`config.mk`:
```
export PLATFORM = sky130hd
export DESIGN_NAME = foodSpawner
export DESIGN_NICKNAME = d
export VERILOG_FILES = /design/src/hw/spawnPkg.sv /design/src/hw/lfsr.sv /design/src/hw/cellMapper.sv /design/src/hw/foodPlacer.sv /design/src/hw/foodSpawner.sv
export SDC_FILE = /design/constraint.sdc
export NUM_CORES = 1
export LEC_CHECK = 0
export ABC_AREA = 1
export BUFFER_PORTS_ARGS = -buffer_cell sky130_fd_sc_hd__buf_2
export CORE_ASPECT_RATIO = 0.6
export CORE_MARGIN = 3
export CORE_UTILIZATION = 59
export CTS_CLUSTER_SIZE = 28
export DETAILED_ROUTE_END_ITERATION = 8
export GPL_ROUTABILITY_DRIVEN = 0
export PLACE_DENSITY_LB_ADDON = 0.12
export SLEW_MARGIN = 20
export SYNTH_ARGS = -nofsm -noshare
export SYNTH_HDL_FRONTEND = slang
export SYNTH_SLANG_ARGS = --single-unit
```
`constraint.sdc`:
```
create_clock -name Clk -period 2.4 [get_ports Clk]
set_input_delay 0.12 -clock Clk [delete_from_list [all_inputs] [get_ports Clk]]
set_output_delay 0.12 -clock Clk [all_outputs]
set_load 0.02 [all_outputs]
```
`src/hw/spawnPkg.sv`:
```
package spawnPkg;

	// Random word width. Twelve bits keeps a full period short enough to walk in simulation
	localparam int lfsrLen = 12;

	// The board is a 640x480 screen cut into 20-pixel cells
	localparam int boardCols = 32;
	localparam int boardRows = 24;

	// Index widths for column and row
	localparam int colBits = $clog2(boardCols);
	localparam int rowBits = $clog2(boardRows);

	// One board cell with the column in the upper field and the row in the lower field
	typedef struct packed
	{
		logic [colBits-1:0] col;
		logic [rowBits-1:0] row;
	} cellPosT;

endpackage

```
`src/hw/lfsr.sv`:
```
`timescale 1ns/1ps

// Fibonacci shift register that shifts toward the top bit.
// The new bit 0 is the parity of the tapped bits.
// The start value is kept so that a full trip round the period can be seen
module lfsr #(
	parameter int length = spawnPkg::lfsrLen
) (
	input  logic              Clk,
	input  logic              rstN,
	input  logic              step,
	input  logic              loadSeed,
	input  logic [length-1:0] seed,
	output logic [length-1:0] word,
	output logic              wrapped
);

	logic [length-1:0] state; // Working value
	logic [length-1:0] startVal; // Value the current run began from
	logic [length-1:0] seedFixed; // Seed with the all-zero case removed
	logic              shiftIn; // Feedback bit

	// Maximal-length tap sets for widths 2 to 24, one bit per tapped stage
	function automatic logic [length-1:0] tapMask();
		logic [23:0] mask;
		case (length)
			2:       mask = 24'h000003;
			3:       mask = 24'h000006;
			4:       mask = 24'h00000C;
			5:       mask = 24'h000014;
			6:       mask = 24'h000030;
			7:       mask = 24'h000060;
			8:       mask = 24'h0000B8;
			9:       mask = 24'h000110;
			10:      mask = 24'h000240;
			11:      mask = 24'h000500;
			12:      mask = 24'h000E08; // Bits 11, 10, 9 and 3
			13:      mask = 24'h001C80;
			14:      mask = 24'h003802;
			15:      mask = 24'h006000;
			16:      mask = 24'h00D008;
			17:      mask = 24'h012000;
			18:      mask = 24'h020400;
			19:      mask = 24'h072000;
			20:      mask = 24'h090000;
			21:      mask = 24'h140000;
			22:      mask = 24'h300000;
			23:      mask = 24'h420000;
			24:      mask = 24'hE10000;
			default: mask = 24'h000000;
		endcase
		return mask[length-1:0];
	endfunction

	assign shiftIn = ^(state & tapMask());

	// An all-zero state would never leave zero, so it becomes 1
	assign seedFixed = (seed == '0) ? length'(1) : seed;

	always_ff @(posedge Clk or negedge rstN)
	begin
		if (!rstN)
		begin
			state    <= length'(1);
			startVal <= length'(1);
		end
		else if (loadSeed)
		begin
			state    <= seedFixed; // Load wins over a step in the same cycle
			startVal <= seedFixed;
		end
		else if (step)
		begin
			state <= {state[length-2:0], shiftIn};
		end
	end

	assign word = state;

	// High once the register is back where it started
	assign wrapped = (state == startVal);

endmodule

```
`src/hw/cellMapper.sv`:
```
`timescale 1ns/1ps

// Maps a random word onto a board cell.
// Column comes from the low bits, row from the bits just above it.
// Any column value is legal on a 32-wide board, but only rows below the board
// height are, so words landing on the missing rows are flagged off-board
module cellMapper (
	input  logic [spawnPkg::lfsrLen-1:0] word,
	output spawnPkg::cellPosT            cand,
	output logic                         onBoard
);

	logic [spawnPkg::colBits-1:0] colSlice; // Word bits 4 to 0
	logic [spawnPkg::rowBits-1:0] rowSlice; // Word bits 9 to 5

	assign colSlice = word[spawnPkg::colBits-1:0];
	assign rowSlice = word[spawnPkg::colBits+spawnPkg::rowBits-1:spawnPkg::colBits];

	always_comb
	begin
		cand.col = colSlice;
		cand.row = rowSlice;
	end

	// Rows 24 to 31 exist in the word but not on the screen
	assign onBoard = (rowSlice < spawnPkg::rowBits'(spawnPkg::boardRows));

endmodule

```
`src/hw/foodPlacer.sv`:
```
`timescale 1ns/1ps

// Search controller for a free food cell.
// IDLE waits for a request, SEARCH walks the random sequence until a word
// lands on the board, PROBE asks the outside world whether that cell is taken
module foodPlacer (
	input  logic              Clk,
	input  logic              rstN,
	input  logic              request,
	input  logic              loadSeed,
	input  spawnPkg::cellPosT cand,
	input  logic              onBoard,
	input  logic              wrapped,
	input  logic              probeOccupied,
	output logic              step,
	output logic              loadEnable,
	output logic              busy,
	output spawnPkg::cellPosT probePos,
	output spawnPkg::cellPosT foodPos,
	output logic              placed,
	output logic              noRoom
);

	typedef enum logic [1:0]
	{
		IDLE,
		SEARCH,
		PROBE
	} stateT;

	stateT state;
	stateT stateNext;
	logic  idle; // No search running
	logic  accept; // Request taken this cycle
	logic  takeCand; // Current word is probed next
	logic  cellFree; // Probed cell answered free
	logic  giveUp; // Whole period walked without success

	assign idle = (state == IDLE);

	// A seed load in the same cycle takes priority and the request is dropped.
	// Otherwise the search would start on the start value and give up at once
	assign accept = request && idle && !loadSeed;

	assign loadEnable = loadSeed && idle; // Seed changes only between searches

	assign giveUp   = (state == SEARCH) && wrapped;
	assign takeCand = (state == SEARCH) && !wrapped && onBoard;
	assign cellFree = (state == PROBE) && !probeOccupied;

	always_comb
	begin
		stateNext = state;
		step      = 1'b0;
		case (state)
			IDLE:
			begin
				if (accept)
				begin
					step      = 1'b1; // Move off the current word before looking
					stateNext = SEARCH;
				end
			end
			SEARCH:
			begin
				if (wrapped)
				begin
					stateNext = IDLE;
				end
				else if (onBoard)
				begin
					stateNext = PROBE; // Hold the word while it is probed
				end
				else
				begin
					step = 1'b1;
				end
			end
			PROBE:
			begin
				if (probeOccupied)
				begin
					// Leave the taken word behind, or SEARCH would pick it again
					step      = 1'b1;
					stateNext = SEARCH;
				end
				else
				begin
					stateNext = IDLE;
				end
			end
			default:
			begin
				stateNext = IDLE;
			end
		endcase
	end

	always_ff @(posedge Clk or negedge rstN)
	begin
		if (!rstN)
		begin
			state <= IDLE;
		end
		else
		begin
			state <= stateNext;
		end
	end

	// Result strobes line up with the cycle where busy drops
	always_ff @(posedge Clk or negedge rstN)
	begin
		if (!rstN)
		begin
			placed <= 1'b0;
			noRoom <= 1'b0;
		end
		else
		begin
			placed <= cellFree;
			noRoom <= giveUp;
		end
	end

	always_ff @(posedge Clk or negedge rstN)
	begin
		if (!rstN)
		begin
			probePos <= '0;
			foodPos  <= '0;
		end
		else
		begin
			if (takeCand)
			begin
				probePos <= cand; // Outside world answers from this next cycle
			end
			if (cellFree)
			begin
				foodPos <= probePos;
			end
		end
	end

	assign busy = !idle;

endmodule

```
`src/hw/foodSpawner.sv`:
```
`timescale 1ns/1ps

// Food spawning subsystem.
// The random source feeds the cell mapper, and the controller steers both
// and talks to the board occupancy lookup outside
module foodSpawner (
	input  logic                         Clk,
	input  logic                         rstN,
	input  logic [spawnPkg::lfsrLen-1:0] seed,
	input  logic                         loadSeed,
	input  logic                         request,
	input  logic                         probeOccupied,
	output logic                         busy,
	output spawnPkg::cellPosT            probePos,
	output spawnPkg::cellPosT            foodPos,
	output logic                         placed,
	output logic                         noRoom
);

	logic [spawnPkg::lfsrLen-1:0] word; // Current random word
	logic                         wrapped; // Register back at its start value
	logic                         step; // Advance the register
	logic                         loadEnable; // Seed load allowed through
	spawnPkg::cellPosT            cand; // Cell the current word points at
	logic                         onBoard; // Candidate row is on screen

	lfsr #(
		.length(spawnPkg::lfsrLen)
	) u_lfsr (
		.Clk     (Clk),
		.rstN    (rstN),
		.step    (step),
		.loadSeed(loadEnable), // Only reaches the register while idle
		.seed    (seed),
		.word    (word),
		.wrapped (wrapped)
	);

	cellMapper u_cellMapper (
		.word   (word),
		.cand   (cand),
		.onBoard(onBoard)
	);

	foodPlacer u_foodPlacer (
		.Clk          (Clk),
		.rstN         (rstN),
		.request      (request),
		.loadSeed     (loadSeed),
		.cand         (cand),
		.onBoard      (onBoard),
		.wrapped      (wrapped),
		.probeOccupied(probeOccupied),
		.step         (step),
		.loadEnable   (loadEnable),
		.busy         (busy),
		.probePos     (probePos),
		.foodPos      (foodPos),
		.placed       (placed),
		.noRoom       (noRoom)
	);

endmodule

```
==> impl_results.md, run 1 <==
- CORE AREA: 3440 um2
- Placed wire-length estimate: 3880 um
- Via count: 1903
- Synth top area share: 0.514
- Chip height: 53.7 um
- Final WL: 5140 um
- Ys flop type: dfrtp_1
- Post-synthesis cell area: 2240 um2
- Crit start category: flip-flop
- Mux contribution to synthesized area: 0
- Number of I/O port buffers: 39
- Top post-synthesis cells by area: dfrtp_1, nand2_1, o21ai_0
- Yosys top cell by area: dfrtp_1
- Syn Inst Count: 278
- Horiz. Die Dim: 85.5 um
- Vias per cell: 5.20
- Post-route ant nets: 0
- Synth Area per Inst: 8.05 um2
- Synthesized-area fraction occupied by adder cells: 0
- Cell variety after synth: 21
- Seq cells post-synth: 48
- Hold Fails Final Rpt: 0
- Initial Util: 0.650
- Count of buffer and inverter cells on the critical path: 2
- Post-CTS setup repair buffer count: 0
- Num rows: 16
- N_diodes: 0
- Max Slew Vio Count: 0
- CTS max path bufs: 2
- EDFF count, synth: 0
- Setup crit end kind: flip-flop
- Fin cells: 366
- I/O pin total: 40
- Clk Latency, worst-skew pair: 300 ps
- Fmax: 565 MHz
- First-pass GRT wire length: 8690 um
- Ys async rst share: 1.00
- PnR Total Power: 3.57 mW
- Synth-to-Final Area Change: 14.9%
- Initial antenna violation count: 0
- Clk pin slew, worst setup/hold paths: 80 ps
- Slowest CP cell: dfrtp_1
- Worst-margin pin slew: 482 ps
- Mapped Nets: 295
- Fin crit share: 0.737
- WHS: 69.9 ps
- Clock skew: 5.19 ps
- Num Clock Sinks: 48
- Worst Path Max Fanout: 20
- Worst path most repeated cell: nand2_1
- Max cap viols: 0
- WL per Instance: 14.0 um
- Status: finished, final reports clean
- Complex-gate fraction of the synthesized area: 0.0542
- CTS tree: done
- Crit Path Class: flip-flop to flip-flop
- RSZ-0062 raised after global routing: false
- Fin area: 2570 um2
- Layout cells sized above 1: 0.196
- Drc violations: 0
- Cells along the critical path: inv_1 -> nand2_1 -> nand2_1 -> nand2_1 -> nor2_1 -> nand3_2 -> nand3_2 -> inv_2 -> nand2_1 -> nand2_1
- Synth Area in XOR/XNOR: 0.0274
- CTS root buf: clkbuf_8
- Worst vdd ir: 0.820 mV
- Fin nets: 337
- DP Cell Count: 357
- Yosys warns: 0
- DP Area: 2450 um2
- Highest-count cells in the layout ignoring fill and taps: nand2_1, dfrtp_1, buf_2
- CP required: 2590 ps
- GR Overflow Total: 0
- Overall routing resource usage: 0.250
- Power per cell area: 1390 nW/um2
- Post-route minimum period: 1770 ps
- TNS Setup: 0 ps
- Drt first-iter violations: 136
- Delay-heaviest family, CP: simple AND/OR/NAND/NOR gates
- Class of the worst hold path: input pin to flip-flop
- Largest net degree at the start of global routing: 28
- Most common cell after layout, fill and taps aside: nand2_1
- Main combinational cell family by area after synthesis: simple AND/OR/NAND/NOR gates
- TritonRoute pass-1 iters: 5
- CP arrival: 1960 ps
- Vias in the first global route: 1794
- Seq/Total Area, Yosys: 0.538
- Leak: 1.42 nW
- CTS Buf Count: 5
- Biggest cell delay along the critical path: 470 ps
- Htree depth: 2
- Slew HR: 0.679
- Area of the die: 4590 um2
- Final setup viols: 0
- Post-Synth Simple-Gate Area: 0.307
==> per-layer routing <==
| layer | track usage | up-vias | share of wire |
|---|---|---|---|
| met3 | 0.0612 | 7 | 0.085 |
| met1 | 0.374 | 874 | 0.48 |
| li1 | - | 946 | - |
| met5 | 0 | - | 0 |
| met4 | 0.0658 | 0 | 0.0084 |
| met2 | 0.365 | 76 | 0.42 |
==> path summary, 6_finish.rpt <==
kind                       cells past startpoint                  endpoint  slack (ps)               startpoint
min reg2reg                                    2   u_foodPlacer.foodPos[1]         470  u_foodPlacer.foodPos[1]
max                                           10  u_foodPlacer.probePos[1]         630           u_lfsr.word[9]
min                                            3       u_lfsr.startVal[10]          70                 seed[10]
min in group asynchronous                      2        u_lfsr.startVal[8]         300                     rstN
max reg2reg                                   10  u_foodPlacer.probePos[1]         630           u_lfsr.word[9]
max in group asynchronous                      3   u_foodPlacer.foodPos[7]        1380                     rstN
==> report_power, final <==
part / switching (mW) / internal, mW / total, mW / leakage (nW)
Combinational: 1.02 / 0.539 / 1.55 / 0.759
Clock: 0.259 / 0.309 / 0.569 / 0.0552
Sequential: 0.266 / 1.18 / 1.44 / 0.606
Total: 1.54 / 2.03 / 3.57 / 1.42
==> synth_stat cells, drive strengths merged (2+ instances only) <==
master / count
nand2: 122
dfrtp: 46
inv: 25
o21ai: 21
nor2: 20
nand3: 15
buf: 9
xnor2: 7
nand4: 6
nor3: 3
dfstp: 2
==> flip-flops by register name, summed over array words and instances (netlist names) <==
name and cells:
u_foodPlacer.placed 1, u_foodPlacer.foodPos 10, u_foodPlacer.noRoom 1, u_foodPlacer.probePos 10, u_lfsr.startVal 12, u_foodPlacer.state 2
u_lfsr.word 12
==> layout make-up <==
cell class,instances,area [um2]
clock buffers,6,72.6
clock inverters,2,35.0
fillers,292,872
inverters,26,97.6
multi-input cells,195,871
flip-flops and latches,48,1200
well taps,45,56.3
repair buffers,44,235
==> what timing repair did <==
item                                   in CTS  in global routing
hold buffers                                1                  0
endpoints found under the hold margin      19                  0
resized for setup                           0                  0
==> logic make-up (layout without fill, tap and decap cells) <==
group           Yosys count  in the layout
compound gates           22             22
xor+xnor                  7              7
simple gates            166            166
flops                    48             48
buf+inv                  35             78
==> per-stage QoR <==
step / setup WS (ps) / utilization
after floorplan: 1040 / -
after global placement: 755 / 0.713
after detailed placement: 686 / 0.713
after CTS: 680 / 0.747
after global routing: 494 / 0.747
final: 632 / 0.747
==> tightest hold or removal path, delay by kind of cell <==
kind / cells / cell delay (ps)
buffers and inverters: 1 / 90
AND/OR/NAND/NOR: 2 / 130
Note: power is estimated with default switching activity, not from simulation.
==> run 2: changes to the inputs <==
Settings changed: CORE_UTILIZATION 59 to 50.
Clock period 2.4 ns to 1.5 ns, I/O delays scaled along.
==> run 2 against run 1 <==
Against the previous run:
- the run now ends with negative setup slack left
- fmax increased by 16%
- die area increased by 16%
- total power increased by 84%
- worst hold slack got worse by 58 ps
- global-route usage decreased by 3.2 points
- sequential power increased by 59%
- routed wire length increased by 13%
- critical path depth decreased by 1
- clock skew increased by 7.6 ps
- critical endpoint is now u_lfsr.word[1]
- register-to-register slack got worse by 660 ps
- largest cell class unchanged
- worst setup slack got worse by 660 ps
- via count increased by 8.3%
==> impl_results.md, run 2 (same netlist as run 1, synthesis figures left out) <==
- Status: complete, but fails checks (was finished, final reports clean)
- Failing checks: negative setup slack
- Horiz. Die Dim: 92.4 um (was 85.5 um)
- Crit start category: flip-flop (unchanged)
- Num rows: 18 (was 16)
- Clock power share: 0.121 (was 0.159)
- TNS Setup: -112 ps (was 0 ps)
- TritonRoute pass-1 iters: 4 (was 5)
- CTS root buf: clkbuf_8 (unchanged)
- Initial antenna violation count: 0 (unchanged)
- Num Clock Sinks: 48 (unchanged)
- Final WL: 5800 um (was 5140 um)
- Dpl ws: -117 ps (was 686 ps)
- I/O pin total: 40 (unchanged)
- N_diodes: 0 (unchanged)
- Clock skew: 12.8 ps (was 5.19 ps)
- Hold Fails Final Rpt: 0 (unchanged)
- Chip height: 57.8 um (was 53.7 um)
- Vias in the first global route: 1896 (was 1794)
- GR Overflow Total: 0 (unchanged)
- Number of I/O port buffers: 39 (unchanged)
- Delay-heaviest family, CP: simple AND/OR/NAND/NOR gates (unchanged)
- PnR worst setup slack: -26.2 ps (was 632 ps)
- Synth-to-Final Area Change: 33.8% (was 14.9%)
- WL per Instance: 14.2 um (was 14.0 um)
- Fillers: 332 (was 292)
- Fmax: 655 MHz (was 565 MHz)
- Drc violations: 0 (unchanged)
- NetSw: 2.90 mW (was 1.54 mW)
- Max Slew Vio Count: 0 (unchanged)
- Max cap viols: 0 (unchanged)
- Slowest CP cell: dfstp_2 (was dfrtp_1)
- Worst Path Max Fanout: 6 (was 20)
- Clk Latency, worst-skew pair: 310 ps (was 300 ps)
- Leak: 1.60 nW (was 1.42 nW)
- PnR Total Power: 6.58 mW (was 3.57 mW)
- Vias per cell: 5.04 (was 5.20)
- Placed wire-length estimate: 3900 um (was 3880 um)
- CORE AREA: 4210 um2 (was 3440 um2)
- Final setup viols: 10 (was 0)
- CP required: 1750 ps (was 2590 ps)
- Largest net degree at the start of global routing: 49 (was 28)
- Fin nets: 365 (was 337)
- RSZ-0062 raised after global routing: true (was false)
- Layout cells sized above 1: 0.358 (was 0.196)
- Cells along the critical path: nand2_1 -> nand2_2 -> nand2_2 -> nor2_4 -> nand3_4 -> nand2_4 -> buf_4 -> nand3_1 -> nand3_1 (was inv_1 -> nand2_1 -> nand2_1 -> nand2_1 -> nor2_1 -> nand3_2 -> nand3_2 -> inv_2 -> nand2_1 -> nand2_1)
- Post-route ant nets: 0 (unchanged)
- Sequential Power Share: 0.348 (was 0.405)
- Count of buffer and inverter cells on the critical path: 1 (was 2)
- Initial Util: 0.531 (was 0.650)
- Drt first-iter violations: 148 (was 136)
- First-pass GRT wire length: 8960 um (was 8690 um)
- Internal cell power: 3.68 mW (was 2.03 mW)
- Crit Path Class: flip-flop to flip-flop (unchanged)
- WHS: 11.5 ps (was 69.9 ps)
- Class of the worst hold path: input pin to flip-flop (unchanged)
- Slew HR: 0.712 (was 0.679)
- Worst-margin pin slew: 431 ps (was 482 ps)
- CTS tree: done (unchanged)
- Most common cell after layout, fill and taps aside: nand2_1 (unchanged)
- CP arrival: 1780 ps (was 1960 ps)
- Biggest cell delay along the critical path: 570 ps (was 470 ps)
- Via count: 2061 (was 1903)
- Overall routing resource usage: 0.218 (was 0.250)
- Worst vdd ir: 1.17 mV (was 0.820 mV)
- CTS Buf Count: 5 (unchanged)
- Setup crit end kind: flip-flop (unchanged)
- Fin crit share: 1.02 (was 0.737)
- Area of the die: 5340 um2 (was 4590 um2)
- Htree depth: 2 (unchanged)
- Post-route minimum period: 1530 ps (was 1770 ps)
- Switching share of power: 0.440 (was 0.432)
- Clk pin slew, worst setup/hold paths: 100 ps (was 80 ps)
- Highest-count cells in the layout ignoring fill and taps: nand2_1, dfrtp_1, buf_2 (unchanged)
- CTS max path bufs: 2 (unchanged)
- Power per cell area: 2200 nW/um2 (was 1390 nW/um2)
- Comb power frac: 0.531 (was 0.436)
==> run 2: cell types whose count changed in the layout (fill, tap and decap cells not counted), sizes merged <==
cell / change
buf: +26
clkbuf: +1
clkinv: -1
bufinv: -1
clkinvlp: +3
==> run 2: through the flow <==
step	area [um2]	instances	util
2_1_floorplan	2240	278	-
3_3_place_gp	2640	389	0.626
3_5_place_dp	2640	389	0.626
4_1_cts	2840	406	0.674
5_1_grt	3000	409	0.711
6_report	3000	409	0.711
==> run 2: path summary, 6_finish.rpt <==
path	start	endpoint	slack, ps	cells after the start
min in group asynchronous	rstN	u_foodPlacer.probePos[9]	280	3
worst min register to register	u_foodPlacer.foodPos[9]	u_foodPlacer.foodPos[9]	480	2
max in group asynchronous	rstN	u_lfsr.startVal[0]	950	3
worst max register to register	u_lfsr.word[0]	u_lfsr.word[1]	-30	9
worst min-delay path	seed[3]	u_lfsr.startVal[3]	10	3
worst max-delay path	u_lfsr.word[0]	u_lfsr.word[1]	-30	9
==> run 2: layer usage <==
layer	wire (um)	share of wire	vias to the layer above	global-route usage
met5	0	0	-	0
met1	2710	0.47	989	0.323
met4	38	0.0066	0	0.0634
met3	383	0.066	5	0.0519
met2	2670	0.46	64	0.320
li1	-	-	1003	-
==> run 2: power groups by stage <==
stage          clock [mW]  sequential [mW]  combinational [mW]
3_3_place_gp            0             2.25                2.79
6_report            0.796             2.29                3.49
2_1_floorplan           0             2.53                1.57
3_5_place_dp            0             2.28                2.82
4_1_cts             0.806             2.25                3.02
5_1_grt             0.872             2.36                3.86
==> run 2: what timing repair did <==
item,4_1_cts,5_1_grt
hold endpoints to repair,48,0
gates cloned,0,2
hold buffers,1,0
endpoints found under the setup margin,22,38
setup buffers,8,1
resized for setup,10,41
pin swaps,3,9
==> run 2: area by class of cell <==
class                      instances  area, um2  area share
multi-input combinational        195        988       0.330
inverter                          26        109      0.0363
tap                               60       75.1      0.0251
clock inverter                     3       23.8     0.00794
timing repair buffer              72        527       0.176
clock buffer                       5       68.8      0.0230
sequential                        48       1200       0.402
==> run 2: worst min-delay path: stages <==
cell	delay [ps]
buf_2	90
nand2_1	70
nand2_1	60
